File: config.mk
export PLATFORM = sky130hd
export DESIGN_NAME = fifo36_to_fifo18
export DESIGN_NICKNAME = d
export VERILOG_FILES = /design/src/hdl/gpif_pkg.sv /design/src/hdl/fifo36_to_fifo18.sv
export SDC_FILE = /design/constraint.sdc
export NUM_CORES = 1
export LEC_CHECK = 0
export ABC_AREA = 1
export BUFFER_PORTS_ARGS = -buffer_cell sky130_fd_sc_hd__buf_4
export CORE_AREA = 2 2 39 41
export CTS_BUF_LIST = sky130_fd_sc_hd__clkbuf_2 sky130_fd_sc_hd__clkbuf_4 sky130_fd_sc_hd__clkbuf_8
export DETAILED_ROUTE_END_ITERATION = 10
export DIE_AREA = 0 0 41 43
export PLACE_DENSITY_LB_ADDON = 0.3
export REMOVE_ABC_BUFFERS = 1
export SLEW_MARGIN = 20
export SYNTH_ARGS = -nofsm -noshare
export SYNTH_HDL_FRONTEND = slang
export SYNTH_SLANG_ARGS = --single-unit
export TNS_END_PERCENT = 50
File: constraint.sdc
create_clock -name clk_i -period 1.79 [get_ports clk_i]
set_input_delay 0.358 -clock clk_i [delete_from_list [all_inputs] [get_ports clk_i]]
set_output_delay 0.358 -clock clk_i [all_outputs]
set_load 0.01 [all_outputs]
File: src/hdl/gpif_pkg.sv
// Line formats follow the 36-bit FIFO convention; occ is only meaningful on an eof line
package gpif_pkg;

   // Host-side line, one 16-bit word plus framing
   typedef struct packed {
      logic        eof;
      logic        sof;
      logic [15:0] data;
   } gpif_line_t;

   // First host word sits in data[15:0]
   typedef struct packed {
      logic [1:0]  occ;
      logic        eof;
      logic        sof;
      logic [31:0] data;
   } line36_t;

   localparam logic [1:0] OCC_FULL = 2'b00;   // Both halves valid
   localparam logic [1:0] OCC_LOW  = 2'b10;   // Low half only, odd-length packet

   localparam int GPIF_DEPTH_LOG2  = 4;
   localparam int SHORT_DEPTH_LOG2 = 3;
   localparam int TX_SPACE_MARGIN  = 2;       // Absorbs the one-cycle lag of have_space

   // Top nibble of the first line, i.e. of the second host word
   localparam logic [3:0] CTRL_MATCH = 4'h1;

endpackage

File: src/hdl/fifo36_to_fifo18.sv
// Low half goes out first; occ is honoured only on the eof line
`timescale 1ns/1ps

module fifo36_to_fifo18 (
   input  logic                 clk_i,
   input  logic                 rst_n_i,
   input  gpif_pkg::line36_t    data_i,
   input  logic                 src_rdy_i,
   output logic                 dst_rdy_o,
   output gpif_pkg::gpif_line_t data_o,
   output logic                 src_rdy_o,
   input  logic                 dst_rdy_i
);

   import gpif_pkg::*;

   logic half_q;                // High half is next
   logic last;
   logic out_fire;

   // Last valid half of the current line
   assign last = half_q | (data_i.eof & (data_i.occ == OCC_LOW));

   assign data_o.data = half_q ? data_i.data[31:16] : data_i.data[15:0];
   assign data_o.sof  = data_i.sof & ~half_q;
   assign data_o.eof  = data_i.eof & last;

   assign src_rdy_o = src_rdy_i;
   assign dst_rdy_o = dst_rdy_i & last;   // Pop after the last half
   assign out_fire  = src_rdy_i & dst_rdy_i;

   always_ff @(posedge clk_i) begin
      if (!rst_n_i)
         half_q <= 1'b0;
      else if (out_fire)
         half_q <= ~last;
   end

endmodule

==> results.cfg <==
[drt]
wl_per_cell_um = 8.52
drt_wl_total_um = 1200
drtIter0Drc = 4
viasPerCell = 4.26
ant_nets = 0
vias = 600
first_pass_iters = 3
remaining_drc_errors = 0

[hold_path]
hold_end = half_q
hold_path.class = in2reg
min_delay_path_depth = 3
hold_start = rst_n_i

[setup_path]
worstSetupEndpointType = output port
rr_worst_depth = 4
crit_type = reg2out
reg2reg_from = half_q
cp.required_ns = 1.43
start_kind = flop
r2r-end = half_q
r2r_slack_ns = 0.88
arrival_ns = 0.99
crit_fanout = 18

[layout]
layout.cells.non_filler = 141
syn2layout_area_growth_pct = 132
layout_common_cells = 60 x buf_4, 47 x nand2_1, 6 x inv_1
fin_nets = 167
stdcell_area_um2 = 753
regMostFlops = half_q
drive_gt1_share_pct = 52.8
layout_commonest_cell = buf_4
largest_register_ffs = 1
antennaDiodeCount = 0
reg_top3 = half_q (1)

[logic_synthesis]
ys_types = 11
synth_cells = 69
syn_avg_cell_area_um2 = 4.70
yosysSeqAreaShare_pct = 6.18
synth_area_leaders = nand2_1 54%, nand2_2 9.7%, inv_1 6.9%
ys_seq_elements = 1
ys_warn_count = 0
synth_top_area_cell = nand2_1
netlist_area_um2 = 324
synth_top_area_share_pct = 54.4

[power]
power.density_nw_per_um2 = 318
p_leak_nw = 0.498
ir_drop_mv = 0.153

[global_route]
antenna_found_initial = 0
grt_usage_pct = 12.1
grt_pass1_vias = 444
grt_max_degree = 19
grt_pass1_wl_um = 1640
grt_overflow_total = 0

[die]
die_w_um = 41
io_pins = 60
die_y_um = 43
start_util_pct = 23.4
core_area_um2 = 1380
rows = 14
dieArea_um2 = 1760

[timing]
worst_pin_slew_ns = 0.344
finalCritPeriodShare_pct = 75.4
max_slew_margin_pct = 77.1
grt_setup_unrepaired = no
fin_crit_ns = 1.35
setup_ws_ns = 0.440
fin_skew_ns = 0
slew_viol_final = 0
fin_tns_setup_ns = 0
max_freq_ghz = 0.741
hold_viol = 0
setup_viol = 0

[clock_tree]
hold_buffers = 0
ctsResizeCount = 0
path_clk_slew_ns = 0
cts_setup_buffers = 0
clk_latency_ns = 0

[place]
dpl-instance-area_um2 = 753
portBuffers = 59
place_hpwl_um = 1060
place_ws_ns = 0.419
dpl.cell_count = 141
gp_congestion = 0.674

[outcome]
status = completed

[run]
max-cap-violations = 0
[routing by layer]
layer  global-route usage, %  routed length (um)  vias up  share of wire [%]
met1                    11.4                 362      245                 30
li1                        -                   -      311                  -
met3                    3.66                 274        0                 23
met5                       0                   0        -                  0
met2                    24.4                 563       44                 47
met4                       0                   0        0                  0
[through the flow]
stage | power (W) | util [%] | hold slack, ns
2_1_floorplan | 0.000104 | - | 0.481
3_3_place_gp | 0.000239 | 54.4 | 0.603
3_5_place_dp | 0.000242 | 54.4 | 0.602
4_1_cts | 0.000243 | 54.4 | 0.602
5_1_grt | 0.000262 | 54.4 | 0.618
6_report | 0.000239 | 54.4 | 0.600
[report_power, final]
group          internal (W)  switching [W]
Combinational      0.000124      0.0000859
Clock                     0              0
Sequential        0.0000244     0.00000454
Total              0.000149      0.0000904
[kinds of logic after synthesis]
logic type	after synthesis	share of synthesized area, %
flip-flops	1	6.18
AO/OA/AOI/OAI	1	1.54
buffers and inverters	11	23.2
AND/OR/NAND/NOR	56	69.1
[final cells by class]
type / instances / area [um^2]
multi-input cells: 57 / 229
inverters: 7 / 33.8
fillers: 147 / 631
well taps: 16 / 20.0
repair buffers: 60 / 450
flip-flops and latches: 1 / 20.0
[worst max-delay path: stages, from the launching register on]
cell and delay, ns:
dfxtp_1 0.50, inv_8 0.11, nand2_1 0.11, inv_1 0.05, nor2_1 0.09, buf_4 0.13
[synth_stat cells]
| master | number |
|---|---|
| a21oi_1 | 1 |
| buf_4 | 2 |
| buf_6 | 1 |
| buf_8 | 1 |
| dfxtp_1 | 1 |
| inv_1 | 6 |
| inv_8 | 1 |
| nand2_1 | 47 |
| nand2_2 | 5 |
| nand3_1 | 1 |
| nor2_1 | 3 |
[how the worst max path moves through the flow]
| stage | startpoint | end | slack, ns | cells past startpoint |
|---|---|---|---|---|
| final | half_q | dst_rdy_o | 0.44 | 5 |
| after global routing | half_q | dst_rdy_o | 0.32 | 5 |
| after CTS | half_q | dst_rdy_o | 0.41 | 5 |
| after detailed placement | half_q | data_o[13] | 0.42 | 4 |
| after global placement | half_q | data_o[11] | 0.45 | 4 |
| after floorplan | half_q | data_o[17] | 0.36 | 4 |
Power figures use the tool's default switching activity.
