--- src/hdl/gpif_pkg.sv ---
// Line formats follow the 36-bit FIFO convention; occ is only meaningful on an eof line
package gpif_pkg;

   // Host-side line, one 16-bit word plus framing
   typedef struct packed {
      logic        eof;
      logic        sof;
      logic [15:0] data;
   } gpif_line_t;

   // First host word sits in data[15:0]
   typedef struct packed {
      logic [1:0]  occ;
      logic        eof;
      logic        sof;
      logic [31:0] data;
   } line36_t;

   localparam logic [1:0] OCC_FULL = 2'b00;   // Both halves valid
   localparam logic [1:0] OCC_LOW  = 2'b10;   // Low half only, odd-length packet

   localparam int GPIF_DEPTH_LOG2  = 4;
   localparam int SHORT_DEPTH_LOG2 = 3;
   localparam int TX_SPACE_MARGIN  = 2;       // Absorbs the one-cycle lag of have_space

   // Top nibble of the first line, i.e. of the second host word
   localparam logic [3:0] CTRL_MATCH = 4'h1;

endpackage

--- src/hdl/fifo_short.sv ---
// Single clock; DEPTH_LOG2 must be at least 1, level_o counts stored entries including a full FIFO
`timescale 1ns/1ps

module fifo_short #(
   parameter type payload_t  = logic [35:0],
   parameter int  DEPTH_LOG2 = 3
) (
   input  logic                clk_i,
   input  logic                rst_n_i,
   input  payload_t            data_i,
   input  logic                src_rdy_i,
   output logic                dst_rdy_o,
   output payload_t            data_o,
   output logic                src_rdy_o,
   input  logic                dst_rdy_i,
   output logic [DEPTH_LOG2:0] level_o
);

   payload_t              mem [2**DEPTH_LOG2];
   logic [DEPTH_LOG2-1:0] wr_ptr_q;
   logic [DEPTH_LOG2-1:0] rd_ptr_q;
   logic [DEPTH_LOG2:0]   count_q;
   logic                  push;
   logic                  pop;

   // MSB of the count is set only when full
   assign dst_rdy_o = ~count_q[DEPTH_LOG2];
   assign src_rdy_o = (count_q != '0);
   assign data_o    = mem[rd_ptr_q];
   assign level_o   = count_q;

   assign push = src_rdy_i & dst_rdy_o;
   assign pop  = src_rdy_o & dst_rdy_i;

   always_ff @(posedge clk_i) begin
      if (!rst_n_i) begin
         wr_ptr_q <= '0;
         rd_ptr_q <= '0;
         count_q  <= '0;
      end else begin
         if (push)
            wr_ptr_q <= wr_ptr_q + 1'b1;
         if (pop)
            rd_ptr_q <= rd_ptr_q + 1'b1;
         case ({push, pop})
            2'b10:   count_q <= count_q + 1'b1;
            2'b01:   count_q <= count_q - 1'b1;
            default: count_q <= count_q;     // Idle or push and pop together
         endcase
      end
   end

   // Storage
   always_ff @(posedge clk_i) begin
      if (push)
         mem[wr_ptr_q] <= data_i;
   end

endmodule

--- src/hdl/gpif_wr.sv ---
// Host must hold WR low while have_space is low; a word written with EOP closes the packet
`timescale 1ns/1ps

module gpif_wr (
   input  logic                 clk_i,
   input  logic                 rst_n_i,
   input  logic [15:0]          gpif_data_i,
   input  logic                 gpif_wr_i,
   input  logic                 gpif_eop_i,
   output logic                 have_space_o,
   output gpif_pkg::gpif_line_t data_o,
   output logic                 src_rdy_o,
   input  logic                 dst_rdy_i
);

   import gpif_pkg::*;

   gpif_line_t               wr_line;
   logic                     buf_dst_rdy;
   logic [GPIF_DEPTH_LOG2:0] buf_level;
   logic                     first_q;       // Next word opens a packet

   assign wr_line.data = gpif_data_i;
   assign wr_line.sof  = first_q;
   assign wr_line.eof  = gpif_eop_i;

   fifo_short #(
      .payload_t  (gpif_line_t),
      .DEPTH_LOG2 (GPIF_DEPTH_LOG2)
   ) u_wr_buf (
      .clk_i     (clk_i),
      .rst_n_i   (rst_n_i),
      .data_i    (wr_line),
      .src_rdy_i (gpif_wr_i),
      .dst_rdy_o (buf_dst_rdy),
      .data_o    (data_o),
      .src_rdy_o (src_rdy_o),
      .dst_rdy_i (dst_rdy_i),
      .level_o   (buf_level)
   );

   always_ff @(posedge clk_i) begin
      if (!rst_n_i) begin
         first_q      <= 1'b1;
         have_space_o <= 1'b1;
      end else begin
         if (gpif_wr_i && buf_dst_rdy)
            first_q <= gpif_eop_i;
         // Space flag lags the level by one cycle
         have_space_o <= (int'(buf_level) + TX_SPACE_MARGIN) <= (2 ** GPIF_DEPTH_LOG2);
      end
   end

endmodule

--- config.mk ---
export PLATFORM = sky130hd
export DESIGN_NAME = gpif_wr
export DESIGN_NICKNAME = d
export VERILOG_FILES = /design/src/hdl/gpif_pkg.sv /design/src/hdl/fifo_short.sv /design/src/hdl/gpif_wr.sv
export SDC_FILE = /design/constraint.sdc
export NUM_CORES = 1
export LEC_CHECK = 0
export ABC_AREA = 1
export BUFFER_PORTS_ARGS = -buffer_cell sky130_fd_sc_hd__buf_2
export CAP_MARGIN = 20
export CELL_PAD_IN_SITES_DETAIL_PLACEMENT = 0
export CELL_PAD_IN_SITES_GLOBAL_PLACEMENT = 1
export CORE_MARGIN = 2
export CORE_UTILIZATION = 46
export CTS_CLUSTER_SIZE = 30
export DETAILED_ROUTE_END_ITERATION = 16
export HOLD_SLACK_MARGIN = 0.15
export PLACE_DENSITY = 0.75
export RECOVER_POWER = 100
export SETUP_SLACK_MARGIN = 0.3
export SYNTH_ARGS = -nofsm -noshare
export SYNTH_HDL_FRONTEND = slang
export SYNTH_SLANG_ARGS = --single-unit
export TNS_END_PERCENT = 100
--- constraint.sdc ---
create_clock -name clk_i -period 2.3 [get_ports clk_i]
set_clock_uncertainty 0.05 [all_clocks]
set_input_delay 0.69 -clock clk_i [delete_from_list [all_inputs] [get_ports clk_i]]
set_output_delay 0.69 -clock clk_i [all_outputs]
set_load 0.1 [all_outputs]
==> impl_metrics.yaml <==
sta:
  drv_slew: 0
  slew_headroom_pct: 45.10
  hold_violations: 0
  timing.final.crit_period_ps: 2725
  rsz0062_at_grt: "yes"
  post-route-period-util_pct: 118.5
  setup_tns_ps: -6857
  setup_ws_ps: -424.7
  tightest_slew_ps: 823.5
  clock.fmax_mhz: 367.0
  setup_viol: 18
clocking:
  cts_hold_buf: 0
  h-tree-depth: 2
  clk_latency_ps: 500
  root_buffer: "clkbuf_16"
  clockBufferDepth: 3
  cts.sinks: 307
  cts_tree: "done"
  clkTransAtPathRegs_ps: 60
  cts_buffers: 34
global_routing:
  grt_max_degree: 63
  grt_util_all_layers_pct: 20.80
  grt_antenna_before_repair: 1
  grt_pass1_vias: 7726
  grt_pass1_wl_um: 45250
  overflow: 0
floorplanning:
  io_pins: 41
  rows: 61
  start_util_pct: 46.41
  fp.dieArea_um2: 29150
  die_w_um: 170.7
  core_area_um2: 27550
  die_h_um: 170.7
worst_setup_path:
  crit_path_end_kind: "primary output"
  cp_max_fo: 16
  cp_data_required_time_ps: 1560
  cp-start-kind: "flop"
  crit_type: "flop to primary output"
  arrival_ps: 1980
finish:
  fill_cells: 2187
  syn_to_final_growth_pct: 27.69
  drive_above_1_share_pct: 24.29
  final_nets: 1200
pwr:
  power_density_nw_per_um2: 1183
  p_switching_mw: 7.065
  p_comb_share_pct: 40.4
  p_leak_nw: 5.922
  p_clk_share_pct: 25.7
  worst_ir_drop_vdd_mv: 0.9103
  p_sw_share_pct: 36.57
  seq_power_share_pct: 33.8
  power_mw: 19.32
  p_int_mw: 12.25
placed_design:
  place_congestion: 0.7687
  post-place-ws_ps: 74.89
  port_buffers: 40
  place_hpwl_um: 16690
status:
  status: "complete, but fails checks"
  violations: "setup timing"
routing:
  wire_per_inst_um: 21.13
  drt_wl_total_um: 33160
  first_pass_iters: 5
  drtIter0Drc: 933
  drtAntennaViolNets: 0
  num_vias: 8506
  drc: 0
  viasPerCell: 5.421
yosys:
  synth_nets: 1095
  ys_types: 23
  synth_area_um2: 12790
  ys_seq_elements: 307
  yosysSeqAreaShare_pct: 70.61
  syn_inst: 1065
  syn_avg_cell_area_um2: 12.01
  yosys_warnings: 0
flow_run:
  cap_violations: 0
worst_hold_path:
  hold_path.class: "primary input to flop"
[layout make-up]
| cell class | count | area, um^2 | share of cell area, % |
|---|---|---|---|
| sequential | 307 | 9046 | 55.41 |
| antenna | 1 | 2.502 | 0.01533 |
| tap | 378 | 473.0 | 2.897 |
| clock buffer | 45 | 913.4 | 5.594 |
| timing repair buffer | 129 | 1539 | 9.426 |
| clock inverter | 11 | 83.83 | 0.5134 |
| inverter | 172 | 651.9 | 3.993 |
| multi-input combinational | 526 | 3617 | 22.15 |
[cells in the final DEF, fill, tap and decap left out, types with 3 or more instances in the layout]
master     Yosys  final
nor2_1        25     16
ha_1           9      7
dfxtp_1       19     13
buf_6          5     10
clkinv_2       0      3
edfxtp_1     288    288
buf_12         0     25
nand3_4        0      7
o211ai_1      54     54
buf_2         29      3
buf_16         0      7
nand2_8        0     18
clkbuf_1      21     38
a21oi_1       84     47
inv_1        170    162
clkbuf_2       0     19
clkinv_1       2      7
dfxtp_4        0      4
inv_2          0      4
buf_4          2     18
clkbuf_16      0     48
nor2_4         0      7
a21oi_2        0     35
nor2_2         1      3
o21ai_0       83     39
nand2_1      122     98
nand2_2        0      4
nand3_1      120     77
clkbuf_4       0      4
nand3_2        0     36
o21ai_1        2     46
o211ai_2      18     18
[Yosys cell counts (all sizes together)]
master | count | area share, %
a21oi | 84 | 3.3
buf | 39 | 1.8
clkbuf | 21 | 0.62
clkinv | 2 | 0.059
dfxtp | 19 | 3.0
edfxtp | 288 | 68
ha | 9 | 0.88
inv | 170 | 5.0
nand2 | 122 | 3.6
nand3 | 120 | 4.7
nand4 | 2 | 0.098
nor2 | 26 | 0.78
nor3 | 2 | 0.078
o211ai | 72 | 4.9
o21ai | 85 | 3.3
xnor2 | 2 | 0.14
xor2 | 2 | 0.14
[metal layers]
| metal | global-route usage [%] | up-vias | wire (um) |
|---|---|---|---|
| li1 | - | 3965 | - |
| met1 | 30.75 | 4229 | 14990 |
| met2 | 32.93 | 273 | 15880 |
| met3 | 2.776 | 39 | 1782 |
| met4 | 4.831 | 0 | 503 |
| met5 | 0 | - | 0 |
[cell families (layout without fill, tap and decap cells)]
family / count (synthesis) / in the layout / share of synthesized area [%]
other: 0 / 1 / 0
DFF: 307 / 307 / 70.61
xor gates and xnor gates: 4 / 4 / 0.2740
adders and majority gates: 9 / 9 / 0.8807
AOI/OAI and AO/OA: 241 / 241 / 11.55
and+or+nand+nor: 272 / 272 / 9.238
buffers and inverters: 232 / 357 / 7.447
[critical path, stage by stage, from the launching register on]
cell and delay [ps]:
dfxtp_4 370, buf_12 160, buf_16 170, a21oi_2 140, o21ai_0 100, nand3_1 110
nand3_2 150, nand2_8 90, buf_12 160
[power by group through the flow]
stage	clock network [mW]	registers (mW)	logic (mW)
2_1_floorplan	0	6.61	4.66
3_3_place_gp	0	6.69	6.30
3_5_place_dp	0	6.70	6.34
4_1_cts	5.03	6.57	6.62
5_1_grt	5.25	6.55	8.31
6_report	4.97	6.53	7.81
[registers in the layout, indices dropped and copies added (netlist names), named ones only]
register and cells:
u_wr_buf.wr_ptr_q 4, u_wr_buf.rd_ptr_q 4, first_q 1, u_wr_buf.mem 288, have_space_o 1, u_wr_buf.level_o 5
[worst paths after layout]
kind                            slack [ps]              endpoint  cells after the start            startpoint
worst max register to register         150   u_wr_buf.level_o[4]                     17   u_wr_buf.level_o[0]
worst min-delay path                   450          have_space_o                      2               rst_n_i
worst max-delay path                  -420            data_o[15]                      8                  flop
worst min register to register         450  u_wr_buf.wr_ptr_q[2]                      2  u_wr_buf.wr_ptr_q[2]
[stage by stage]
step           utilization [%]  hold WS (ps)  instances  instance area, um^2
2_1_floorplan                -         409.2       1065                13470
3_3_place_gp             53.56         431.5       1471                14760
3_5_place_dp             53.56         440.8       1471                14760
4_1_cts                  57.68         429.5       1536                15890
5_1_grt                  59.25         460.9       1568                16320
6_report                 59.26         446.3       1569                16330
[timing repair]
item,CTS,global route
pin swaps,16,58
gates resized for setup,22,124
buffers inserted,8,16
hold endpoints to repair,0,0
cloned,1,16
setup endpoints to repair,21,22
(Power assumes the default switching activity.)
