<file path="src/hdl/gpif_pkg.sv">
// Line formats follow the 36-bit FIFO convention; occ is only meaningful on an eof line
package gpif_pkg;

   // Host-side line, one 16-bit word plus framing
   typedef struct packed {
      logic        eof;
      logic        sof;
      logic [15:0] data;
   } gpif_line_t;

   // First host word sits in data[15:0]
   typedef struct packed {
      logic [1:0]  occ;
      logic        eof;
      logic        sof;
      logic [31:0] data;
   } line36_t;

   localparam logic [1:0] OCC_FULL = 2'b00;   // Both halves valid
   localparam logic [1:0] OCC_LOW  = 2'b10;   // Low half only, odd-length packet

   localparam int GPIF_DEPTH_LOG2  = 4;
   localparam int SHORT_DEPTH_LOG2 = 3;
   localparam int TX_SPACE_MARGIN  = 2;       // Absorbs the one-cycle lag of have_space

   // Top nibble of the first line, i.e. of the second host word
   localparam logic [3:0] CTRL_MATCH = 4'h1;

endpackage

</file>
<file path="src/hdl/fifo_short.sv">
// Single clock; DEPTH_LOG2 must be at least 1, level_o counts stored entries including a full FIFO
`timescale 1ns/1ps

module fifo_short #(
   parameter type payload_t  = logic [35:0],
   parameter int  DEPTH_LOG2 = 3
) (
   input  logic                clk_i,
   input  logic                rst_n_i,
   input  payload_t            data_i,
   input  logic                src_rdy_i,
   output logic                dst_rdy_o,
   output payload_t            data_o,
   output logic                src_rdy_o,
   input  logic                dst_rdy_i,
   output logic [DEPTH_LOG2:0] level_o
);

   payload_t              mem [2**DEPTH_LOG2];
   logic [DEPTH_LOG2-1:0] wr_ptr_q;
   logic [DEPTH_LOG2-1:0] rd_ptr_q;
   logic [DEPTH_LOG2:0]   count_q;
   logic                  push;
   logic                  pop;

   // MSB of the count is set only when full
   assign dst_rdy_o = ~count_q[DEPTH_LOG2];
   assign src_rdy_o = (count_q != '0);
   assign data_o    = mem[rd_ptr_q];
   assign level_o   = count_q;

   assign push = src_rdy_i & dst_rdy_o;
   assign pop  = src_rdy_o & dst_rdy_i;

   always_ff @(posedge clk_i) begin
      if (!rst_n_i) begin
         wr_ptr_q <= '0;
         rd_ptr_q <= '0;
         count_q  <= '0;
      end else begin
         if (push)
            wr_ptr_q <= wr_ptr_q + 1'b1;
         if (pop)
            rd_ptr_q <= rd_ptr_q + 1'b1;
         case ({push, pop})
            2'b10:   count_q <= count_q + 1'b1;
            2'b01:   count_q <= count_q - 1'b1;
            default: count_q <= count_q;     // Idle or push and pop together
         endcase
      end
   end

   // Storage
   always_ff @(posedge clk_i) begin
      if (push)
         mem[wr_ptr_q] <= data_i;
   end

endmodule

</file>
<file path="src/hdl/gpif_rd.sv">
// A packet must fit in the read buffer, since have_pkt rises only once its eof is stored
`timescale 1ns/1ps

module gpif_rd (
   input  logic                 clk_i,
   input  logic                 rst_n_i,
   input  gpif_pkg::gpif_line_t data_i,
   input  logic                 src_rdy_i,
   output logic                 dst_rdy_o,
   input  logic                 gpif_rd_i,
   output logic [15:0]          gpif_data_o,
   output logic                 have_pkt_o
);

   import gpif_pkg::*;

   gpif_line_t               buf_data;
   logic                     buf_src_rdy;
   logic                     buf_pop;
   logic                     pkt_in;
   logic                     pkt_out;
   logic [GPIF_DEPTH_LOG2:0] pkt_cnt_q;     // Complete packets not yet started

   fifo_short #(
      .payload_t  (gpif_line_t),
      .DEPTH_LOG2 (GPIF_DEPTH_LOG2)
   ) u_rd_buf (
      .clk_i     (clk_i),
      .rst_n_i   (rst_n_i),
      .data_i    (data_i),
      .src_rdy_i (src_rdy_i),
      .dst_rdy_o (dst_rdy_o),
      .data_o    (buf_data),
      .src_rdy_o (buf_src_rdy),
      .dst_rdy_i (gpif_rd_i),
      .level_o   ()
   );

   assign buf_pop    = gpif_rd_i & buf_src_rdy;
   assign pkt_in     = src_rdy_i & dst_rdy_o & data_i.eof;
   assign pkt_out    = buf_pop & buf_data.sof;
   assign have_pkt_o = (pkt_cnt_q != '0);

   always_ff @(posedge clk_i) begin
      if (!rst_n_i) begin
         pkt_cnt_q <= '0;
      end else begin
         case ({pkt_in, pkt_out})
            2'b10:   pkt_cnt_q <= pkt_cnt_q + 1'b1;
            2'b01:   pkt_cnt_q <= pkt_cnt_q - 1'b1;
            default: pkt_cnt_q <= pkt_cnt_q;
         endcase
      end
   end

   // Read data register, host samples it the cycle after RD
   always_ff @(posedge clk_i) begin
      if (buf_pop)
         gpif_data_o <= buf_data.data;
   end

endmodule

</file>
<file path="config.mk">
export PLATFORM = sky130hd
export DESIGN_NAME = gpif_rd
export DESIGN_NICKNAME = d
export VERILOG_FILES = /design/src/hdl/gpif_pkg.sv /design/src/hdl/fifo_short.sv /design/src/hdl/gpif_rd.sv
export SDC_FILE = /design/constraint.sdc
export NUM_CORES = 1
export LEC_CHECK = 0
export BUFFER_PORTS_ARGS = -buffer_cell sky130_fd_sc_hd__buf_2
export CAP_MARGIN = 10
export CORE_ASPECT_RATIO = 1.75
export CORE_MARGIN = 2
export CORE_UTILIZATION = 48
export DETAILED_ROUTE_END_ITERATION = 12
export PLACE_DENSITY = 0.69
export SETUP_SLACK_MARGIN = 0.2
export SLEW_MARGIN = 20
export SYNTH_ARGS = -nofsm -noshare
export SYNTH_HDL_FRONTEND = slang
export SYNTH_SLANG_ARGS = --single-unit
</file>
<file path="constraint.sdc">
create_clock -name clk_i -period 6.22 [get_ports clk_i]
set_clock_uncertainty 0.05 [all_clocks]
set_input_delay 0.311 -clock clk_i [delete_from_list [all_inputs] [get_ports clk_i]]
set_output_delay 0.311 -clock clk_i [all_outputs]
set_load 0.05 [all_outputs]
</file>
==> key figures <==
Worst hold path
  – Hold Crit Start: data_i[16]
  – WHS Endpoint: u_rd_buf.mem[12][16]$_DFFE_PP_
  – Worst hold path stage count: 1
  – Worst hold path class: input port to flop

Layout
  – Fin util: 0.5446
  – Area Overhead vs Synth: 11.71%
  – Commonest non-fill, non-tap cells in the layout: 288 x edfxtp_1, 66 x mux4_2, 39 x buf_2, 32 x a22oi_1, 31 x nand2_1
  – Finished layout cell area: approximately 13000 sq um
  – Share of cells above drive strength 1: 0.2769
  – Final nets: 686
  – Filler cells: 1820
  – Fin cells: 980
  – Area occupied by multi-input gates: 2770 sq um
  – Most common cell after layout, fill and taps aside: edfxtp_1
  – Register area: 9094 sq um
  – Antenna Cells: 0

Route
  – WL/cell: 24.54 um
  – Vias per cell: 5.966
  – Detailed-route DRC error count: 0
  – DRT iter0 DRCs: between 500 and 600
  – Drt first pass iters: 5
  – Routed WL: 24.05 mm
  – ANT nets after route: 0
  – Via count: 5847

STA
  – Post-route minimum period: 3.608 ns
  – Slew Limit Fails: 0
  – Fmax: 0.2771 GHz
  – Fin Hold WS: 0.1007 ns
  – Tcrit/Tclk final: 0.5801
  – Worst slew pin tran: 1.030 ns
  – Final hold vios: 0
  – Fin Setup TNS: 0 ns
  – Final setup fails: 0
  – RSZ-0062 raised after global routing: no
  – Slew HR: 0.3135

Placement
  – Gpl congestion: 0.7892
  – Cell total after placement: just over 900
  – Port Buffers: 39
  – Cell Area, Placed: ~13000 sq um
  – Detail Placement HPWL: roughly 14 mm

Worst setup path
  – Worst setup SP type: flop
  – Type of the worst setup path: flop to flop
  – Worst reg-to-reg setup slack: 2.61 ns
  – Reg-to-Reg End: pkt_cnt_q[3]$_SDFFE_PN0P_
  – CP Capture Type: flop
  – Slowest CP cell: dfxtp_2
  – Critical-path cell list: buf_4 -> nor2b_1 -> a21boi_0 -> o211ai_1 -> a21oi_1 -> ha_1 -> ha_1 -> a21o_1 -> a21oi_1 -> or4b_2 -> nand3_1
  – Crit path buf inv count: 1
  – Worst Path Max Fanout: 38
  – Worst path depth: 11
  – CP top delay family: flip-flops
  – WP data required: approximately 6.7 ns
  – Reg2Reg Depth: 11
  – Worst Path Arrival: approximately 4.0 ns
  – CP max stage delay: 0.88 ns

Power and ir drop
  – Seq pwr share: 0.499
  – Maximum vdd drop: roughly 0.24 mV
  – P_leak: about 4.4 nW
  – PwrDens: slightly below 400 nW/um^2
  – Switch Pwr: 1.441 mW
  – Clk network pwr share: 0.292
  – Switching portion of total power: 0.2772
  – Pint: 3.757 mW
  – Combinational share of power: 0.209

Synthesis
  – Synth unique cells: 36
  – Synth area leader: edfxtp_1
  – Seq/Total Area, Yosys: 0.7570
  – Syn avg cell area: roughly 20 sq um
  – Yosys warning count: 0
  – Syn Nets: 630
  – Primary FF master, synth: edfxtp_1
  – #FFs+latches synth: between 300 and 400
  – Async set-reset flop share out of synthesis: 0
  – Synth top area cells: edfxtp_1 72%, mux4_2 12%, dfxtp_1 3.7%
  – Synthesized area: 12010 sq um
  – Share of the synthesized area in the top cell type: 0.7203
  – Post-synth EDFFs: 288
  – Cell count after synthesis: 593

Clock tree
  – CTS buffer count: 26
  – Clk root buf: clkbuf_16
  – Worst-skew pair later-pin latency: 0.53 ns
  – Cts hold-fix bufs: 0
  – CTS H-tree depth: 1
  – CTS sink cnt: 310
  – CTS resizes: 0
  – Postcts setup bufs: 0
  – CTS Buffer Depth: 3
  – CTS tree: built
  – Worst-path clk slew: 0.07 ns

Floorplan
  – DIE AREA: 26340 sq um
  – Io pins: 40
  – Row count: 76
  – Die W: 123.6 um
  – Initial Util: 0.4875
  – Die height: around 210 um
  – Total core area: 24630 sq um

Global route
  – Largest net degree at the start of global routing: 42
  – Vias in the first global route: 6144
  – Met1 GRT Util: 0.2437
  – Met2 GRT Util: 0.3289
  – Gr usage total: 0.1896
  – Global-route wire length before repair: 36.34 mm
  – Initial antenna violation count: 1
  – Met3 Use GR: 0.02644
  – Most Crowded Layer GR: met2
  – Global route overflow: 0

Job
  – Max-Cap Viols: 0

Outcome
  – Status: completed
==> kinds of logic (layout without fill, tap and decap cells) <==
family / after synthesis / count (layout) / synth area share
XOR/XNOR: 9 / 9 / 0.006566
multiplexers: 75 / 75 / 0.1313
buffers and inverters: 37 / 112 / 0.01647
AND/OR/NAND/NOR: 94 / 94 / 0.03981
flip-flops: 310 / 310 / 0.7570
adder cells (fa/ha/maj): 15 / 15 / 0.01688
AO/OA/AOI/OAI: 53 / 53 / 0.03199
==> how the worst max path moves through the flow <==
| stage | startpoint | endpoint |
|---|---|---|
| floorplan | u_rd_buf.level_o[0]$_SDFFE_PN0P_ | u_rd_buf.level_o[3]$_SDFFE_PN0P_ |
| global placement | flop | pkt_cnt_q[3]$_SDFFE_PN0P_ |
| detailed placement | flop | pkt_cnt_q[3]$_SDFFE_PN0P_ |
| CTS | flop | pkt_cnt_q[3]$_SDFFE_PN0P_ |
| global route | flop | pkt_cnt_q[3]$_SDFFE_PN0P_ |
| finish | flop | pkt_cnt_q[3]$_SDFFE_PN0P_ |
==> layer usage <==
| layer | up-vias | part of all wire | wire (um) |
|---|---|---|---|
| li1 | 2514 | - | - |
| met1 | 3080 | 0.38 | 9157 |
| met2 | 207 | 0.54 | 12990 |
| met3 | 44 | 0.052 | 1248 |
| met4 | 2 | 0.027 | 641 |
| met5 | - | 0.00046 | 11 |
==> synth_stat cells, types with 8 or more instances <==
library cell  count
a21oi_1           8
mux2i_1           9
buf_2            11
clkbuf_1         13
and2_1           12
edfxtp_1        288
nor2_1           17
ha_1             13
xnor2_1           9
a22oi_1          32
mux4_2           66
dfxtp_1          22
nand2_1          31
nand3_1           8
nor2b_1           9
==> sequential cells by signal, indices dropped and copies added, names as in the netlist, named ones only <==
signal             cells
pkt_cnt_q              5
u_rd_buf.mem         272
u_rd_buf.wr_ptr_q      4
u_rd_buf.level_o       5
u_rd_buf.rd_ptr_q      4
gpif_data_o           16
==> cell type report <==
cell class                      instances  share of cell area
Multi-Input combinational cell        246              0.2065
Clock buffer                           31             0.05149
Tap cell                              312             0.02910
Clock inverter                         16            0.007183
Timing Repair Buffer                   60             0.02631
Inverter                                5            0.001399
Sequential cell                       310              0.6780
==> power by group through the flow <==
stage          combinational (mW)  clock [mW]  sequential [mW]
2_1_floorplan               0.807           0             2.69
6_report                     1.09        1.52             2.59
4_1_cts                      1.10        1.55             2.60
3_5_place_dp                 1.10           0             2.65
3_3_place_gp                 1.06           0             2.63
5_1_grt                      1.18        1.63             2.62
==> metrics by stage <==
step	power, mW	setup WS, ns
after detailed placement	3.748	2.581
after CTS	5.255	2.576
after floorplan	3.498	3.292
after global placement	3.696	2.728
final	5.198	2.612
after global routing	5.424	2.344
No activity file was read; power rests on OpenSTA's default activity.
