### src/hdl/gpif_pkg.sv
// Line formats follow the 36-bit FIFO convention; occ is only meaningful on an eof line
package gpif_pkg;

   // Host-side line, one 16-bit word plus framing
   typedef struct packed {
      logic        eof;
      logic        sof;
      logic [15:0] data;
   } gpif_line_t;

   // First host word sits in data[15:0]
   typedef struct packed {
      logic [1:0]  occ;
      logic        eof;
      logic        sof;
      logic [31:0] data;
   } line36_t;

   localparam logic [1:0] OCC_FULL = 2'b00;   // Both halves valid
   localparam logic [1:0] OCC_LOW  = 2'b10;   // Low half only, odd-length packet

   localparam int GPIF_DEPTH_LOG2  = 4;
   localparam int SHORT_DEPTH_LOG2 = 3;
   localparam int TX_SPACE_MARGIN  = 2;       // Absorbs the one-cycle lag of have_space

   // Top nibble of the first line, i.e. of the second host word
   localparam logic [3:0] CTRL_MATCH = 4'h1;

endpackage

### src/hdl/fifo18_to_fifo36.sv
// Little-endian packing, first word in the low half; high-half sof is ignored
`timescale 1ns/1ps

module fifo18_to_fifo36 (
   input  logic                 clk_i,
   input  logic                 rst_n_i,
   input  gpif_pkg::gpif_line_t data_i,
   input  logic                 src_rdy_i,
   output logic                 dst_rdy_o,
   output gpif_pkg::line36_t    data_o,
   output logic                 src_rdy_o,
   input  logic                 dst_rdy_i
);

   import gpif_pkg::*;

   logic       half_q;          // Waiting for the high half
   gpif_line_t low_q;
   logic       in_fire;
   logic       out_fire;

   // Takes input only while the output line is empty
   assign dst_rdy_o = ~src_rdy_o;
   assign in_fire   = src_rdy_i & dst_rdy_o;
   assign out_fire  = src_rdy_o & dst_rdy_i;

   always_ff @(posedge clk_i) begin
      if (!rst_n_i) begin
         half_q    <= 1'b0;
         src_rdy_o <= 1'b0;
      end else begin
         if (out_fire)
            src_rdy_o <= 1'b0;
         if (in_fire) begin
            if (!half_q && !data_i.eof) begin
               half_q <= 1'b1;
            end else begin
               half_q    <= 1'b0;   // Line closes here
               src_rdy_o <= 1'b1;
            end
         end
      end
   end

   always_ff @(posedge clk_i) begin
      if (in_fire && !half_q) begin
         low_q       <= data_i;
         data_o.occ  <= OCC_LOW;    // Stands if eof lands in the low half
         data_o.eof  <= data_i.eof;
         data_o.sof  <= data_i.sof;
         data_o.data <= {16'h0000, data_i.data};
      end else if (in_fire) begin
         data_o.occ  <= OCC_FULL;
         data_o.eof  <= data_i.eof;
         data_o.sof  <= low_q.sof;
         data_o.data <= {data_i.data, low_q.data};
      end
   end

endmodule

### config.mk
export PLATFORM = sky130hd
export DESIGN_NAME = fifo18_to_fifo36
export DESIGN_NICKNAME = d
export VERILOG_FILES = /design/src/hdl/gpif_pkg.sv /design/src/hdl/fifo18_to_fifo36.sv
export SDC_FILE = /design/constraint.sdc
export NUM_CORES = 1
export LEC_CHECK = 0
export BUFFER_PORTS_ARGS = -buffer_cell sky130_fd_sc_hd__buf_2
export CAP_MARGIN = 10
export CORE_UTILIZATION = 50
export DETAILED_ROUTE_END_ITERATION = 7
export GPL_TIMING_DRIVEN = 0
export MAX_ROUTING_LAYER = met4
export PLACE_DENSITY_LB_ADDON = 0.12
export SETUP_SLACK_MARGIN = 0.02
export SYNTH_ARGS = -nofsm -noshare
export SYNTH_HDL_FRONTEND = slang
export SYNTH_SLANG_ARGS = --single-unit
### constraint.sdc
create_clock -name clk_i -period 2 [get_ports clk_i]
set_input_delay 0.1 -clock clk_i [delete_from_list [all_inputs] [get_ports clk_i]]
set_output_delay 0.1 -clock clk_i [all_outputs]
set_load 0.03 [all_outputs]
==> impl_metrics.tcl, run 1 <==
set metrics [dict create \
    status "finished clean" \
    grt_usage_pct 19.12 \
    dp_cells 265 \
    setup_ws_ns 0.2985 \
    syn2layout_area_growth_pct 24.92 \
    ys_warn_count 0 \
    power_density_nw_per_um2 886.7 \
    yosysTopAreaCell "edfxtp_1" \
    syn_nets 180 \
    synthArstFlopShare_pct 0 \
    drive_above_1_share_pct 33.77 \
    reg2reg_from "src_rdy_o$_SDFF_PN0_" \
    end_kind "flop" \
    min_to "low_q[0]$_DFFE_PP_" \
    cts.clk_slew.worst_paths_ns 0.09 \
    dp_hpwl_mm 2.638 \
    max_clock_freq_mhz 587.7 \
    maxCapViolations 0 \
    io-pin-count 60 \
    holdWs_ns 0.004283 \
    cts_buffer_depth 2 \
    pre_cts_ws_ns 0.2861 \
    cp_data_required_time_ns 2.02 \
    clk_latency_ns 0.30 \
    antenna_found_initial 0 \
    portBuffers 58 \
    synth_top_area_share_pct 51.69 \
    htreeDepth 2 \
    cts.sinks 54 \
    drt_iter0_drc 80 \
    crit_type "reg -> reg" \
    crit_path_start_kind "flop" \
    design.die.area_um2 4326 \
    grt_pass1_vias 1354 \
    coreArea_um2 3771 \
    setup_viol 0 \
    cts-root-buf "clkbuf_8" \
    synth_most_common_cell "edfxtp_1" \
    post_cts_buffers 0 \
    start_util_pct 53.92 \
    die-height_um 65.77 \
    row_count 22 \
    drc 0 \
    synth_seq_cells 54 \
    regToRegSetupSlack_ns 0.30 \
    viasPerCell 4.950 \
    syn_avg_cell_area_um2 12.87 \
    synthTopCellsByCount "edfxtp_1, nand2_1, dfxtp_1, nor2_1, mux2i_1" \
    layout.cells.non_filler 279 \
    drt_pre_antenna_iters 4 \
    ir_drop_v 0.0006442 \
    reg2reg_depth 4 \
    grt_pass1_wl_mm 5.920 \
    cts_inserted_buffers 5 \
    p_leak_nw 1.133 \
    crit_fanout 10 \
    syn_area_um2 2033 \
    synthFlopType "edfxtp_1" \
    synth_edf_count 35 \
    rsz0062_at_grt "no" \
    tightestPinTransition_ns 0.7243 \
    drv_slew 0 \
    cts_tree "built" \
    hold_violations 0 \
    final_util_pct 67.35 \
    grt_max_degree 28 \
    worstHoldPathType "in -> reg" \
    min_period_ns 1.701 \
    cp.arrival_ns 1.72 \
    synth-seq-area-share_pct 70.40 \
    ant_nets 0 \
    vias 1381 \
    wl_per_cell_um 13.58 \
    antenna_cells 0 \
    nets 252 \
    min_path_cells 1 \
    die_w_um 65.77 \
    synth.area.top_cells "edfxtp_1, dfxtp_1, mux2i_1" \
    slew_headroom_pct 51.53 \
    synthCells 158 \
    gp_congestion 0.7954 \
    r2r-end "low_q[16]$_DFFE_PP_" \
    synth_cell_types 18 \
    overflow 0 \
    fin_skew_ns 0.004230 \
    finalCritPeriodShare_pct 85.07 \
    min_from "data_i[0]" \
    wl_mm 3.790 \
]
==> registers in the layout, indices dropped and copies added (netlist names) <==
signal     count
data_o        35
half_q         1
low_q         17
src_rdy_o      1
==> layout make-up <==
cell class / instances / area, um^2
Fill cell: 300 / 1231
Clock buffer: 5 / 68.82
Sequential cell: 54 / 1431
Inverter: 2 / 15.01
Tap cell: 48 / 60.06
Clock inverter: 3 / 16.27
Timing Repair Buffer: 65 / 361.6
Buffer: 10 / 85.08
Multi-Input combinational cell: 92 / 501.7
==> worst max-delay path by stage <==
stage	from	cells after the start	to
after global placement	src_rdy_o$_SDFF_PN0_	3	low_q[10]$_DFFE_PP_
after floorplan	src_rdy_o$_SDFF_PN0_	3	low_q[0]$_DFFE_PP_
after CTS	src_rdy_o$_SDFF_PN0_	4	low_q[0]$_DFFE_PP_
after detailed placement	src_rdy_o$_SDFF_PN0_	4	low_q[10]$_DFFE_PP_
after global routing	src_rdy_o$_SDFF_PN0_	4	low_q[15]$_DFFE_PP_
final	src_rdy_o$_SDFF_PN0_	4	low_q[16]$_DFFE_PP_
==> routing by layer <==
metal	track usage (%)	part of all wire (%)	up-vias
li1	-	-	681
met1	22.82	43	646
met2	30.99	51	46
met3	3.621	4.1	8
met4	9.511	1.5	0
met5	-	0	-
==> power by group <==
group          internal (mW)  leakage (nW)  switching (mW)
logic                  0.122         0.593           0.244
registers               1.28         0.498          0.0250
clock network          0.240        0.0416           0.343
==> per-stage QoR <==
stage	power, mW	instance area, um^2	TNS (ns)
after detailed placement	1.687	2395	0
final	2.252	2540	0
after CTS	2.261	2530	0
after global routing	2.333	2540	0
after global placement	1.673	2384	-1.097
after floorplan	1.570	2033	0
==> timing repair <==
action	4_1_cts	5_1_grt
hold buffers	5	1
endpoints found under the hold margin	5	1
gates resized for setup	0	0
==> cell families after synthesis <==
group	Yosys count	synth area share [%]
mux	18	8.861
simple gates	71	14.95
buf+inv	12	4.923
compound gates	2	0.6773
other cells	1	0.1844
flops	54	70.40
==> cell usage in the layout (no fill, tap or decap), types with 2 or more instances in the layout <==
master,Yosys,routed
buf_2,2,60
edfxtp_1,35,35
nand2_1,32,32
nor2_1,19,19
dfxtp_1,19,19
mux2i_1,18,18
nand3_1,16,16
dlygate4sd3_1,0,6
buf_4,5,5
clkbuf_8,0,5
buf_6,2,3
and2_1,2,2
==> critical path: stages (launching register included) <==
cell and delay, ns:
dfxtp_1 0.33, nand2b_4 0.14, buf_6 0.14, nor2_1 0.56
buf_6 0.25
(Power assumes the default switching activity.)
==> run 2, diff against run 1 <==
- clock period: 2 -> 1.64 ns (I/O delays scaled with it)
==> impl_metrics.tcl, run 2 (same netlist as run 1, synthesis figures left out) <==
set metrics [dict create \
    design.die.area_um2 4326 \
    die_w_um 65.77 \
    portBuffers 58 \
    htreeDepth 2 \
    cts_tree "built" \
    grt_max_degree 28 \
    cts_buffer_depth 2 \
    hold_violations 0 \
    crit_fanout 18 \
    overflow 0 \
    crit_path_start_kind "flop" \
    end_kind "flop" \
    regArea_um2 1431 \
    grt_pass1_vias 1362 \
    rsz0062_at_grt "no" \
    cts_inserted_buffers 5 \
    drv_slew 0 \
    antenna_cells 0 \
    maxCapViolations 0 \
    start_util_pct 53.92 \
    cp_slowest_cell "nor2_4" \
    drt_iter0_drc 77 \
    grt_usage_pct 20.01 \
    status "finished clean" \
    antenna_found_initial 0 \
    viasPerCell 4.793 \
    setup_ws_ns 0.2251 \
    finalPower_mw 3.087 \
    cts.clk_slew.worst_paths_ns 0.09 \
    final_util_pct 71.83 \
    ant_nets 0 \
    fin_skew_ns 0.01172 \
    die-height_um 65.77 \
    crit_type "reg -> reg" \
    ir_drop_v 0.0008366 \
    coreArea_um2 3771 \
    gp_congestion 0.8027 \
    cp_slowest_stage_delay_ns 0.43 \
    wl_per_cell_um 12.98 \
    min_period_ns 1.415 \
    critPathTopFamily "simple AND/OR/NAND/NOR gates" \
    power_density_nw_per_um2 1139 \
    final_common_cell "buf_2" \
    path_cells "nand2b_4 -> buf_6 -> nor2_4" \
    slew_headroom_pct 63.71 \
    final_cell_mix "buf_2, edfxtp_1, nand2_1, dfxtp_1" \
    pre_cts_ws_ns -0.08167 \
    post_cts_buffers 0 \
    holdWs_ns 0.07624 \
    nets 263 \
    drive_above_1_share_pct 32.64 \
    syn2layout_area_growth_pct 33.23 \
    drc 0 \
    vias 1390 \
    tightestPinTransition_ns 0.5430 \
    clk_latency_ns 0.31 \
    cts.sinks 54 \
    cp.arrival_ns 1.36 \
    largestRegisters "data_o (35), low_q (17)" \
    largest_reg_flops 35 \
    max_clock_freq_mhz 706.8 \
    wl_mm 3.764 \
    multi_input_area_um2 509.2 \
    p_leak_nw 1.205 \
    grt_pass1_wl_mm 6.078 \
    n_fill_cell 270 \
    cp_num_buf_inv 1 \
    dp_hpwl_mm 2.583 \
    io-pin-count 60 \
    cp_data_required_time_ns 1.58 \
    setup_viol 0 \
    worstHoldPathType "in -> reg" \
    cts-root-buf "clkbuf_8" \
    drt_pre_antenna_iters 4 \
    row_count 22 \
    top_register "data_o" \
    finalCritPeriodShare_pct 86.27 \
]
-- run 2: worst paths after layout --
path         depth (start not counted)               startpoint  slack (ns)                 endpoint
max reg2reg                          3     src_rdy_o$_SDFF_PN0_        0.23       low_q[4]$_DFFE_PP_
max                                  3     src_rdy_o$_SDFF_PN0_        0.23       low_q[4]$_DFFE_PP_
min reg2reg                          2  data_o[23]$_SDFFE_PP0P_        0.44  data_o[23]$_SDFFE_PP0P_
min                                  2               data_i[17]        0.08     data_o[33]$_DFFE_PP_
-- run 2: report_power, final --
part | internal, mW | leakage (nW) | switching, mW | total (mW)
sequential | 1.56 | 0.498 | 0.0294 | 1.59
combinational | 0.165 | 0.638 | 0.303 | 0.468
clock | 0.611 | 0.0683 | 0.420 | 1.03
-- run 2: layout make-up --
cell class / count / share of cell area (%)
flip-flops and latches: 54 / 52.84
multi-input cells: 92 / 18.80
repair buffers: 76 / 17.37
plain buffers: 10 / 3.141
clock buffers: 5 / 2.540
clock inverters: 3 / 2.540
well taps: 48 / 2.217
inverters: 2 / 0.5543
-- run 2: layer usage --
metal	track usage [%]	up-vias	wire (um)
li1	-	703	-
met4	5.435	0	40
met3	6.724	4	139
met5	-	-	0
met2	33.93	30	1954
met1	22.49	653	1629
-- run 2: per-stage QoR --
stage	setup TNS, ns	cell area (um^2)	instances
6_report	0	2709	290
5_1_grt	0	2709	290
4_1_cts	0	2709	290
3_5_place_dp	-1.372	2386	264
3_3_place_gp	-0.1427	2386	264
2_1_floorplan	0	2036	158
-- run 2: repair_timing --
action                                  in CTS  in global routing
hold endpoints to repair                    18                  0
gates resized for setup                      1                  0
endpoints found under the setup margin      17                  0
hold buffers                                18                  0
