File: config.mk
export PLATFORM = sky130hd
export DESIGN_NAME = fifo36_demux
export DESIGN_NICKNAME = d
export VERILOG_FILES = /design/src/hdl/gpif_pkg.sv /design/src/hdl/fifo36_demux.sv
export SDC_FILE = /design/constraint.sdc
export NUM_CORES = 1
export LEC_CHECK = 0
export ABC_AREA = 1
export BUFFER_PORTS_ARGS = -buffer_cell sky130_fd_sc_hd__buf_2
export CAP_MARGIN = 20
export CORE_MARGIN = 2
export CORE_UTILIZATION = 30
export DETAILED_ROUTE_END_ITERATION = 10
export PLACE_DENSITY_LB_ADDON = 0.08
export REMOVE_ABC_BUFFERS = 1
export SYNTH_ARGS = -nofsm -noshare
export SYNTH_HDL_FRONTEND = slang
export SYNTH_SLANG_ARGS = --single-unit
File: constraint.sdc
create_clock -name clk_i -period 1.5 [get_ports clk_i]
set_input_delay 0.075 -clock clk_i [delete_from_list [all_inputs] [get_ports clk_i]]
set_output_delay 0.075 -clock clk_i [all_outputs]
set_load 0.02 [all_outputs]
File: src/hdl/gpif_pkg.sv
// Line formats follow the 36-bit FIFO convention; occ is only meaningful on an eof line
package gpif_pkg;

   // Host-side line, one 16-bit word plus framing
   typedef struct packed {
      logic        eof;
      logic        sof;
      logic [15:0] data;
   } gpif_line_t;

   // First host word sits in data[15:0]
   typedef struct packed {
      logic [1:0]  occ;
      logic        eof;
      logic        sof;
      logic [31:0] data;
   } line36_t;

   localparam logic [1:0] OCC_FULL = 2'b00;   // Both halves valid
   localparam logic [1:0] OCC_LOW  = 2'b10;   // Low half only, odd-length packet

   localparam int GPIF_DEPTH_LOG2  = 4;
   localparam int SHORT_DEPTH_LOG2 = 3;
   localparam int TX_SPACE_MARGIN  = 2;       // Absorbs the one-cycle lag of have_space

   // Top nibble of the first line, i.e. of the second host word
   localparam logic [3:0] CTRL_MATCH = 4'h1;

endpackage

File: src/hdl/fifo36_demux.sv
// Route is picked from the sof line in an idle cycle, so each packet costs one extra cycle
`timescale 1ns/1ps

module fifo36_demux (
   input  logic              clk_i,
   input  logic              rst_n_i,
   input  gpif_pkg::line36_t data_i,
   input  logic              src_rdy_i,
   output logic              dst_rdy_o,
   output gpif_pkg::line36_t ctrl_data_o,
   output logic              ctrl_src_rdy_o,
   input  logic              ctrl_dst_rdy_i,
   output gpif_pkg::line36_t data_o,
   output logic              src_rdy_o,
   input  logic              dst_rdy_i
);

   import gpif_pkg::*;

   typedef enum logic [1:0] {DMX_IDLE, DMX_CTRL, DMX_DATA} dmx_state_e;

   dmx_state_e state_q;
   logic       in_fire;

   assign ctrl_data_o    = data_i;
   assign data_o         = data_i;
   assign ctrl_src_rdy_o = src_rdy_i & (state_q == DMX_CTRL);
   assign src_rdy_o      = src_rdy_i & (state_q == DMX_DATA);
   assign dst_rdy_o      = ((state_q == DMX_CTRL) & ctrl_dst_rdy_i) |
                           ((state_q == DMX_DATA) & dst_rdy_i);
   assign in_fire        = src_rdy_i & dst_rdy_o;

   always_ff @(posedge clk_i) begin
      if (!rst_n_i) begin
         state_q <= DMX_IDLE;
      end else begin
         case (state_q)
            DMX_IDLE: begin
               // Header match on the first line only
               if (src_rdy_i) begin
                  if (data_i.sof && (data_i.data[31:28] == CTRL_MATCH))
                     state_q <= DMX_CTRL;
                  else
                     state_q <= DMX_DATA;
               end
            end
            default: begin
               if (in_fire && data_i.eof)
                  state_q <= DMX_IDLE;
            end
         endcase
      end
   end

endmodule

==> results summary, run 1 <==
The highest clock rate is about 880 MHz. Summed over all layers, the routed wires come to 2.78 mm. The fraction of the yosys area taken by sequential cells came out at 5.81%. From synthesis to final layout, the design area changed by -51.9%. In the routed design, unresolved DRC markers number 0. The power consumption is 0.257 mW.

The count of pins over their slew limit is 0. The vertical die dimension came out at about 52 um. The met3 demand-to-capacity share in global routing is 23.6%. Dividing total power by cell area gives a power density of 776 nW/um^2.

The die width came out at 51.9 um. After floorplanning, the core was sized to cover roughly 2200 sq um. The count of unique library cells instantiated by Yosys is 9. During placement, the flow inserted port buffers numbering 25. The initial antenna violation count came out at 0. The maximum net fanout on the critical path came out at 5. Measured against its own limit, the worst slew margin works out to 82.2%.

The number of buffers on the longest clock path is 2. The number of detailed-route iterations in the first pass is 4. In the final layout, the registers with the most flip-flops are state_q: 2 flops.

The met1 routing resource usage after global routing is between 10% and 20%. Once placement completed, the tool counted placed cells totaling 80. After filler insertion, the fill cell instance count of the layout stands at 260. In the layout the commonest cells are buf_2 (25), inv_1 (7), nand2_1 (6). On the critical path, the stage with the largest delay is an instance of dfxtp_1.

The reg-to-reg startpoint is state_q[1]. The signal on the critical path passes through inv_1 > nor3_1 > buf_2. The total CTS buffers came out at 3. The pre-CTS setup slack is 0.568 ns. TritonCTS built the clock tree. The clock latency on the worst-skew pair came out at roughly 0.22 ns.

state_q holds more flip-flops than any other register. The final net count is 98. The worst setup path is of the reg -> out kind. The post-route standard cell area excluding fillers came out at 332 sq um. The floorplan has 17 rows. The most critical setup path has its endpoint at src_rdy_o. The endpoint type of the worst setup path is a primary output. met2 is the most crowded layer. The HPWL after detailed placement came out at 2.61 mm. In this run the worst setup path begins at state_q[1]. The last weighted congestion value of the routability-driven placer came out at 0.722. The total vias in the final route came out at 377.

The smallest hold slack came out at 0.114 ns. The overflow left after global routing is 0. The final period demand of the worst path is 1.13 ns.

The H-tree depth is 1. The number of global-route vias before repair is 382. The initial utilization of the core area, before any placement, comes to 31.5%. The final number of hold-violating endpoints was 0.

Max-cap violations in this run came to 0. Dividing the synthesized area by the synthesized cell count gives 6.96 sq um. After clock tree synthesis, the clock-pin slew on the worst setup and hold paths is 0.03 ns. The instance count of the mapped netlist is 99. The number of buffers inserted for hold repair after clock tree synthesis is 0.

The worst-case register-to-register setup slack is approximately 0.56 ns. Setup repair after global routing left no endpoint under its margin. The total negative slack for setup checks came out at 0 ns.

The number of diodes added for antenna fixing came out at 0. The total setup buffers inserted after CTS is 0. The flop and latch count out of synthesis is 2.

The final setup slack of the worst path is 0.366 ns. Leaving out fill and tap cells, the most frequent cell in the layout is buf_2. For this block, the initial DRC count from the detailed router was 4. The required arrival time at the worst endpoint is between 1 and 1.5 ns. The global routing met2 resource utilization is between 20 and 30%. The nature of the critical path startpoint is a register. The clock skew came out at 0.00156 ns. The post-layout utilization of the core came out at between 10% and 20%.

The combined global-route utilization of all metal layers came out at around a fifth. The routed wirelength normalized by instance count is roughly 34 um. The logic depth of the worst register-to-register path is 3. The largest incremental delay on the critical path is around 0.39 ns.

The first global-routing pass estimated 3.33 mm of wire. The share of final-layout standard cells stronger than drive strength 1 came out at between 50% and 60%. Setup violations remaining at the end of the flow were counted as 0.

The capture instance of the worst register-to-register path is state_q[0]. The post-synthesis instance area is 689 sq um. Clock tree synthesis found a total of 2 sinks. Clock tree synthesis selected as its root buffer the cell clkbuf_4. The post-cts repair resize count is 0. The routed via count divided by cell count came out at 4.54. The type of the most critical hold path is in -> reg.

The remaining antenna violation count came out at 0. The data arrival time of the critical path came out at 1.06 ns. The Yosys step of the flow raised 0 warnings.

The post-route clock period utilization is approximately 76%. The top-level port count came out at 116. The largest net degree at the start of global routing came out at 6. The placed standard-cell area came out at 309 sq um.

The analysis attributes to cell leakage a power of about 0.19 nW. The flow ran to the end, and the final reports show no timing, DRC or antenna violations. For the pin with the worst max-slew slack, the measured transition is around 0.27 ns. The flip-flop count of the largest register, all copies and words added is 2. The maximum resistive drop on vdd came out at 0.000121 V. The floorplan step defined a die boundary enclosing 2700 sq um. The post-route non-filler standard cell count is 83.
-- cell type report --
class | count | area, sq um | area share [%]
Tap cell | 28 | 35.0 | 10.6
Sequential cell | 2 | 40.0 | 12.1
Timing Repair Buffer | 25 | 125 | 37.7
Clock buffer | 3 | 22.5 | 6.79
Multi-Input combinational cell | 18 | 82.6 | 24.9
Inverter | 7 | 26.3 | 7.92
-- how the worst min path moves through the flow --
stage	slack, ns	start	cells after the start	end
after floorplan	0.15	data_i[0]	0	ctrl_data_o[0]
after global placement	0.15	data_i[15]	0	data_o[15]
after detailed placement	0.15	data_i[15]	0	data_o[15]
after CTS	0.11	rst_n_i	3	state_q[0]
after global routing	0.13	rst_n_i	3	state_q[0]
final	0.11	rst_n_i	3	state_q[1]
-- cell families (layout without fill, tap and decap cells) --
logic type | count (synthesis) | count (layout) | share of synthesized area, %
flops | 2 | 2 | 5.81
simple gates | 16 | 16 | 10.5
compound gates | 2 | 2 | 1.45
buf+inv | 79 | 35 | 82.2
-- synth_stat cells (all sizes together) --
cell type,instances,area (sq um)
nand2,8,35.0
nor2,2,7.51
dfxtp,2,40.0
buf,72,541
a21oi,2,10.0
nor3,3,15.0
inv,7,26.3
nand3,3,15.0
-- power breakdown --
group / internal [mW] / switching [mW]
clock: 0.0880 / 0.0278
combinational: 0.0299 / 0.0518
sequential: 0.0565 / 0.00347
-- critical path: cells and delay by family (launching register included) --
| kind | cells | cell delay, ns |
|---|---|---|
| buffers and inverters | 2 | 0.27 |
| flip-flops | 1 | 0.39 |
| AND/OR/NAND/NOR | 1 | 0.18 |
-- metal layers --
layer | wire length (um) | part of all wire, % | vias up
met2 | 1150 | 41 | 86
li1 | - | - | 140
met4 | 231 | 8.3 | 0
met5 | 0 | 0 | -
met1 | 606 | 22 | 137
met3 | 794 | 29 | 14
Power figures use the tool's default switching activity.
==> run 2, diff against run 1 <==
CORE_UTILIZATION = 28   (was 30)
clock period = 1.1 ns   (was 1.5 ns; I/O delays follow)
==> run 2 against run 1 <==
Die area is 6.6% higher. Sequential cell count stayed put. Clock skew is 0.0012 ns lower. Largest power group unchanged.
==> results summary, run 2 (synthesis results as in run 1) <==
The number of diodes added for antenna fixing is 0. The final net count is 98. The endpoint type of the worst setup path is a primary output. The combined global-route utilization of all metal layers is 20.7%. Walking the worst path, the cells encountered are inv_1 > nor3_1 > buf_2. OpenSTA, run right after detailed placement, puts the worst setup slack at 0.170 ns. The die width came out at 53.6 um. The remaining antenna violation count came out at 0. The total vias in the final route is 373. The post-synthesis to final-layout area growth is -51.5%. Dividing total power by cell area gives a power density of 1050 nW/um^2. The startpoint of the tightest hold check path is rst_n_i.

The post-detailed-routing wire length came out at 2.93 mm. The cell internal power dissipation came out at around 0.24 mW. Of the cells placed in the final design, the portion with a size suffix greater than 1 is between 50% and 60%. The register bank with the most flops is state_q.

The number of rows in the core area is 17. The clock skew is approximately 0.00032 ns. The type of the most critical hold path is in -> reg. The relative slew slack is between 80% and 90%. The path with the worst hold slack has its endpoint at state_q[0]. Clock-pin slew was measured on the worst setup and hold paths at 0.03 ns. The power consumption is 0.351 mW. The logic depth of the worst register-to-register path is 3.

The top-level port count came out at 116. The placed standard-cell area came out at 309 sq um. The run finished with clean final reports. The HPWL after detailed placement is 2.68 mm. The CTS sink count came out at 2.

For this design, the slowest cell found on the critical path is dfxtp_2. The flip-flop count of the largest register, all copies and words added is 2. The floorplan die area came out at 2880 sq um. The largest incremental delay on the critical path is 0.35 ns.

Across the run, the number of max-cap violations was 0. The post-route non-filler standard cell count is 83. The static power due to leakage came out at slightly below 0.2 nW. The endpoint identified for the worst register-to-register timing path is state_q[0].

The switching part of the total is 32.0%. The highest clock rate is 955 MHz. The final setup slack of the worst path came out at 0.0532 ns. The first global-routing pass estimated 3.42 mm of wire. Of the total power, registers draw 23.5%. Buffers added to address setup during post-CTS repair amount to 0.

Dividing the detail-routed via count by the number of cells gives 4.49. The worst-case register-to-register setup slack is between 0.15 and 0.2 ns. The share of total power in the clock network is 44.7%. The initial core utilization is between 30 and 40%. The most common cell after layout, fill and taps aside is buf_2. The final number of hold-violating endpoints came out at 0. The routed wirelength normalized by instance count came out at 35.3 um. Entering global routing, the biggest net connects 6 pins. The last weighted congestion value of the routability-driven placer came out at between 0.7 and 0.8. The number of remaining DRC errors came out at 0. The clock tree from TritonCTS is yes. The clock latency on the worst-skew pair came out at 0.22 ns.

Setup repair after global routing could not meet its margin everywhere. Setup violations remaining at the end of the flow were counted as 0. The clock period could shrink to between 1 and 1.5 ns. The number of port buffers came out at 25. The maximum resistive drop on vdd came out at 0.000215 V. The critical path is of the reg -> out type. For this design, the CTS-stage hold fixing added 0 buffers. The total buffers and inverters traversed by the critical path came out at 2.

The cell family contributing the most delay on the critical path is flip-flops. The H-tree depth is 1. STA classifies the critical path startpoint as a register. Including well taps, the total number of placed cells is 80. The relative contribution of combinational cells to total power came out at 31.8%.

For the worst setup path, the data arrival time is 0.99 ns. The maximum net fanout on the critical path is 5. Along the worst hold path, the cell count comes to 3. The initial antenna violation count was 0. The top cell types in the final layout, fill and taps aside, are buf_2 (25), inv_1 (7), nand2_1 (6).

CTS placed an instance of clkbuf_4 at the clock tree root. The largest registers in the layout are state_q: 2 flops. The starting DRC count in detailed routing is 3. The vertical die dimension is 53.6 um. The overflow left after global routing came out at 0. The required arrival time at the worst endpoint came out at about 1.0 ns. The number of buffers on the longest clock path is 2.

The count of pins over their slew limit came to 0. The post-route standard cell area excluding fillers came out at about 330 sq um. The power dissipated by switching net loads came out at 0.112 mW. The number of detailed-route iterations in the first pass is 4. The number of global-route vias before repair came out at 349. The reg-to-reg startpoint is state_q[1]. At the pin with the least slew margin, the transition time is 0.267 ns. The post-route clock period utilization is between 90% and 100%. The core footprint is 2280 sq um. The total CTS buffers is 3.
==> run 2: power groups by stage <==
stage	Clock (mW)	Sequential [mW]	Combinational, mW
after floorplan	0	0.0814	0.0291
after global placement	0	0.0825	0.116
after detailed placement	0	0.0824	0.113
after CTS	0.167	0.0824	0.113
after global routing	0.177	0.0831	0.123
final	0.157	0.0825	0.112
==> run 2: routing by layer <==
layer | vias to the layer above | share of wire, % | global-route usage, %
met2 | 82 | 46 | 29.0
met5 | - | 0 | 0
met1 | 143 | 20 | 12.8
met4 | 0 | 4.0 | 15.4
li1 | 140 | - | -
met3 | 8 | 30 | 29.2
==> run 2: worst max-delay path by stage <==
stage	startpoint	end	depth (start not counted)
final	state_q[1]	src_rdy_o	3
after global routing	state_q[1]	src_rdy_o	3
after CTS	state_q[1]	src_rdy_o	3
after detailed placement	state_q[1]	state_q[0]	3
after global placement	state_q[1]	state_q[0]	3
after floorplan	state_q[1]	src_rdy_o	2
==> run 2: cell type report <==
type | count | area (sq um)
sequential | 2 | 42.5
timing repair buffer | 25 | 125
inverter | 7 | 26.3
clock buffer | 3 | 22.5
fill | 262 | 1940
multi-input combinational | 18 | 82.6
tap | 28 | 35.0
==> run 2: stage by stage <==
| stage | hold slack, ns | utilization, % | setup TNS [ns] |
|---|---|---|---|
| floorplan | 0.110 | - | 0 |
| global route | 0.0821 | 14.7 | -0.0000195 |
| detailed placement | 0.110 | 13.6 | 0 |
| finish | 0.0911 | 14.7 | 0 |
| global placement | 0.110 | 13.6 | 0 |
| CTS | 0.0799 | 14.7 | 0 |
==> run 2: repair_timing <==
action / CTS / global route
resized for setup: 2 / 0
setup endpoints to repair: 2 / 1
endpoints found under the hold margin: 0 / 0
==> run 2: worst min-delay path: cells and delay by family <==
family,cells,cell delay [ns]
buffers and inverters,2,0.17
AO/OA/AOI/OAI,1,0.04
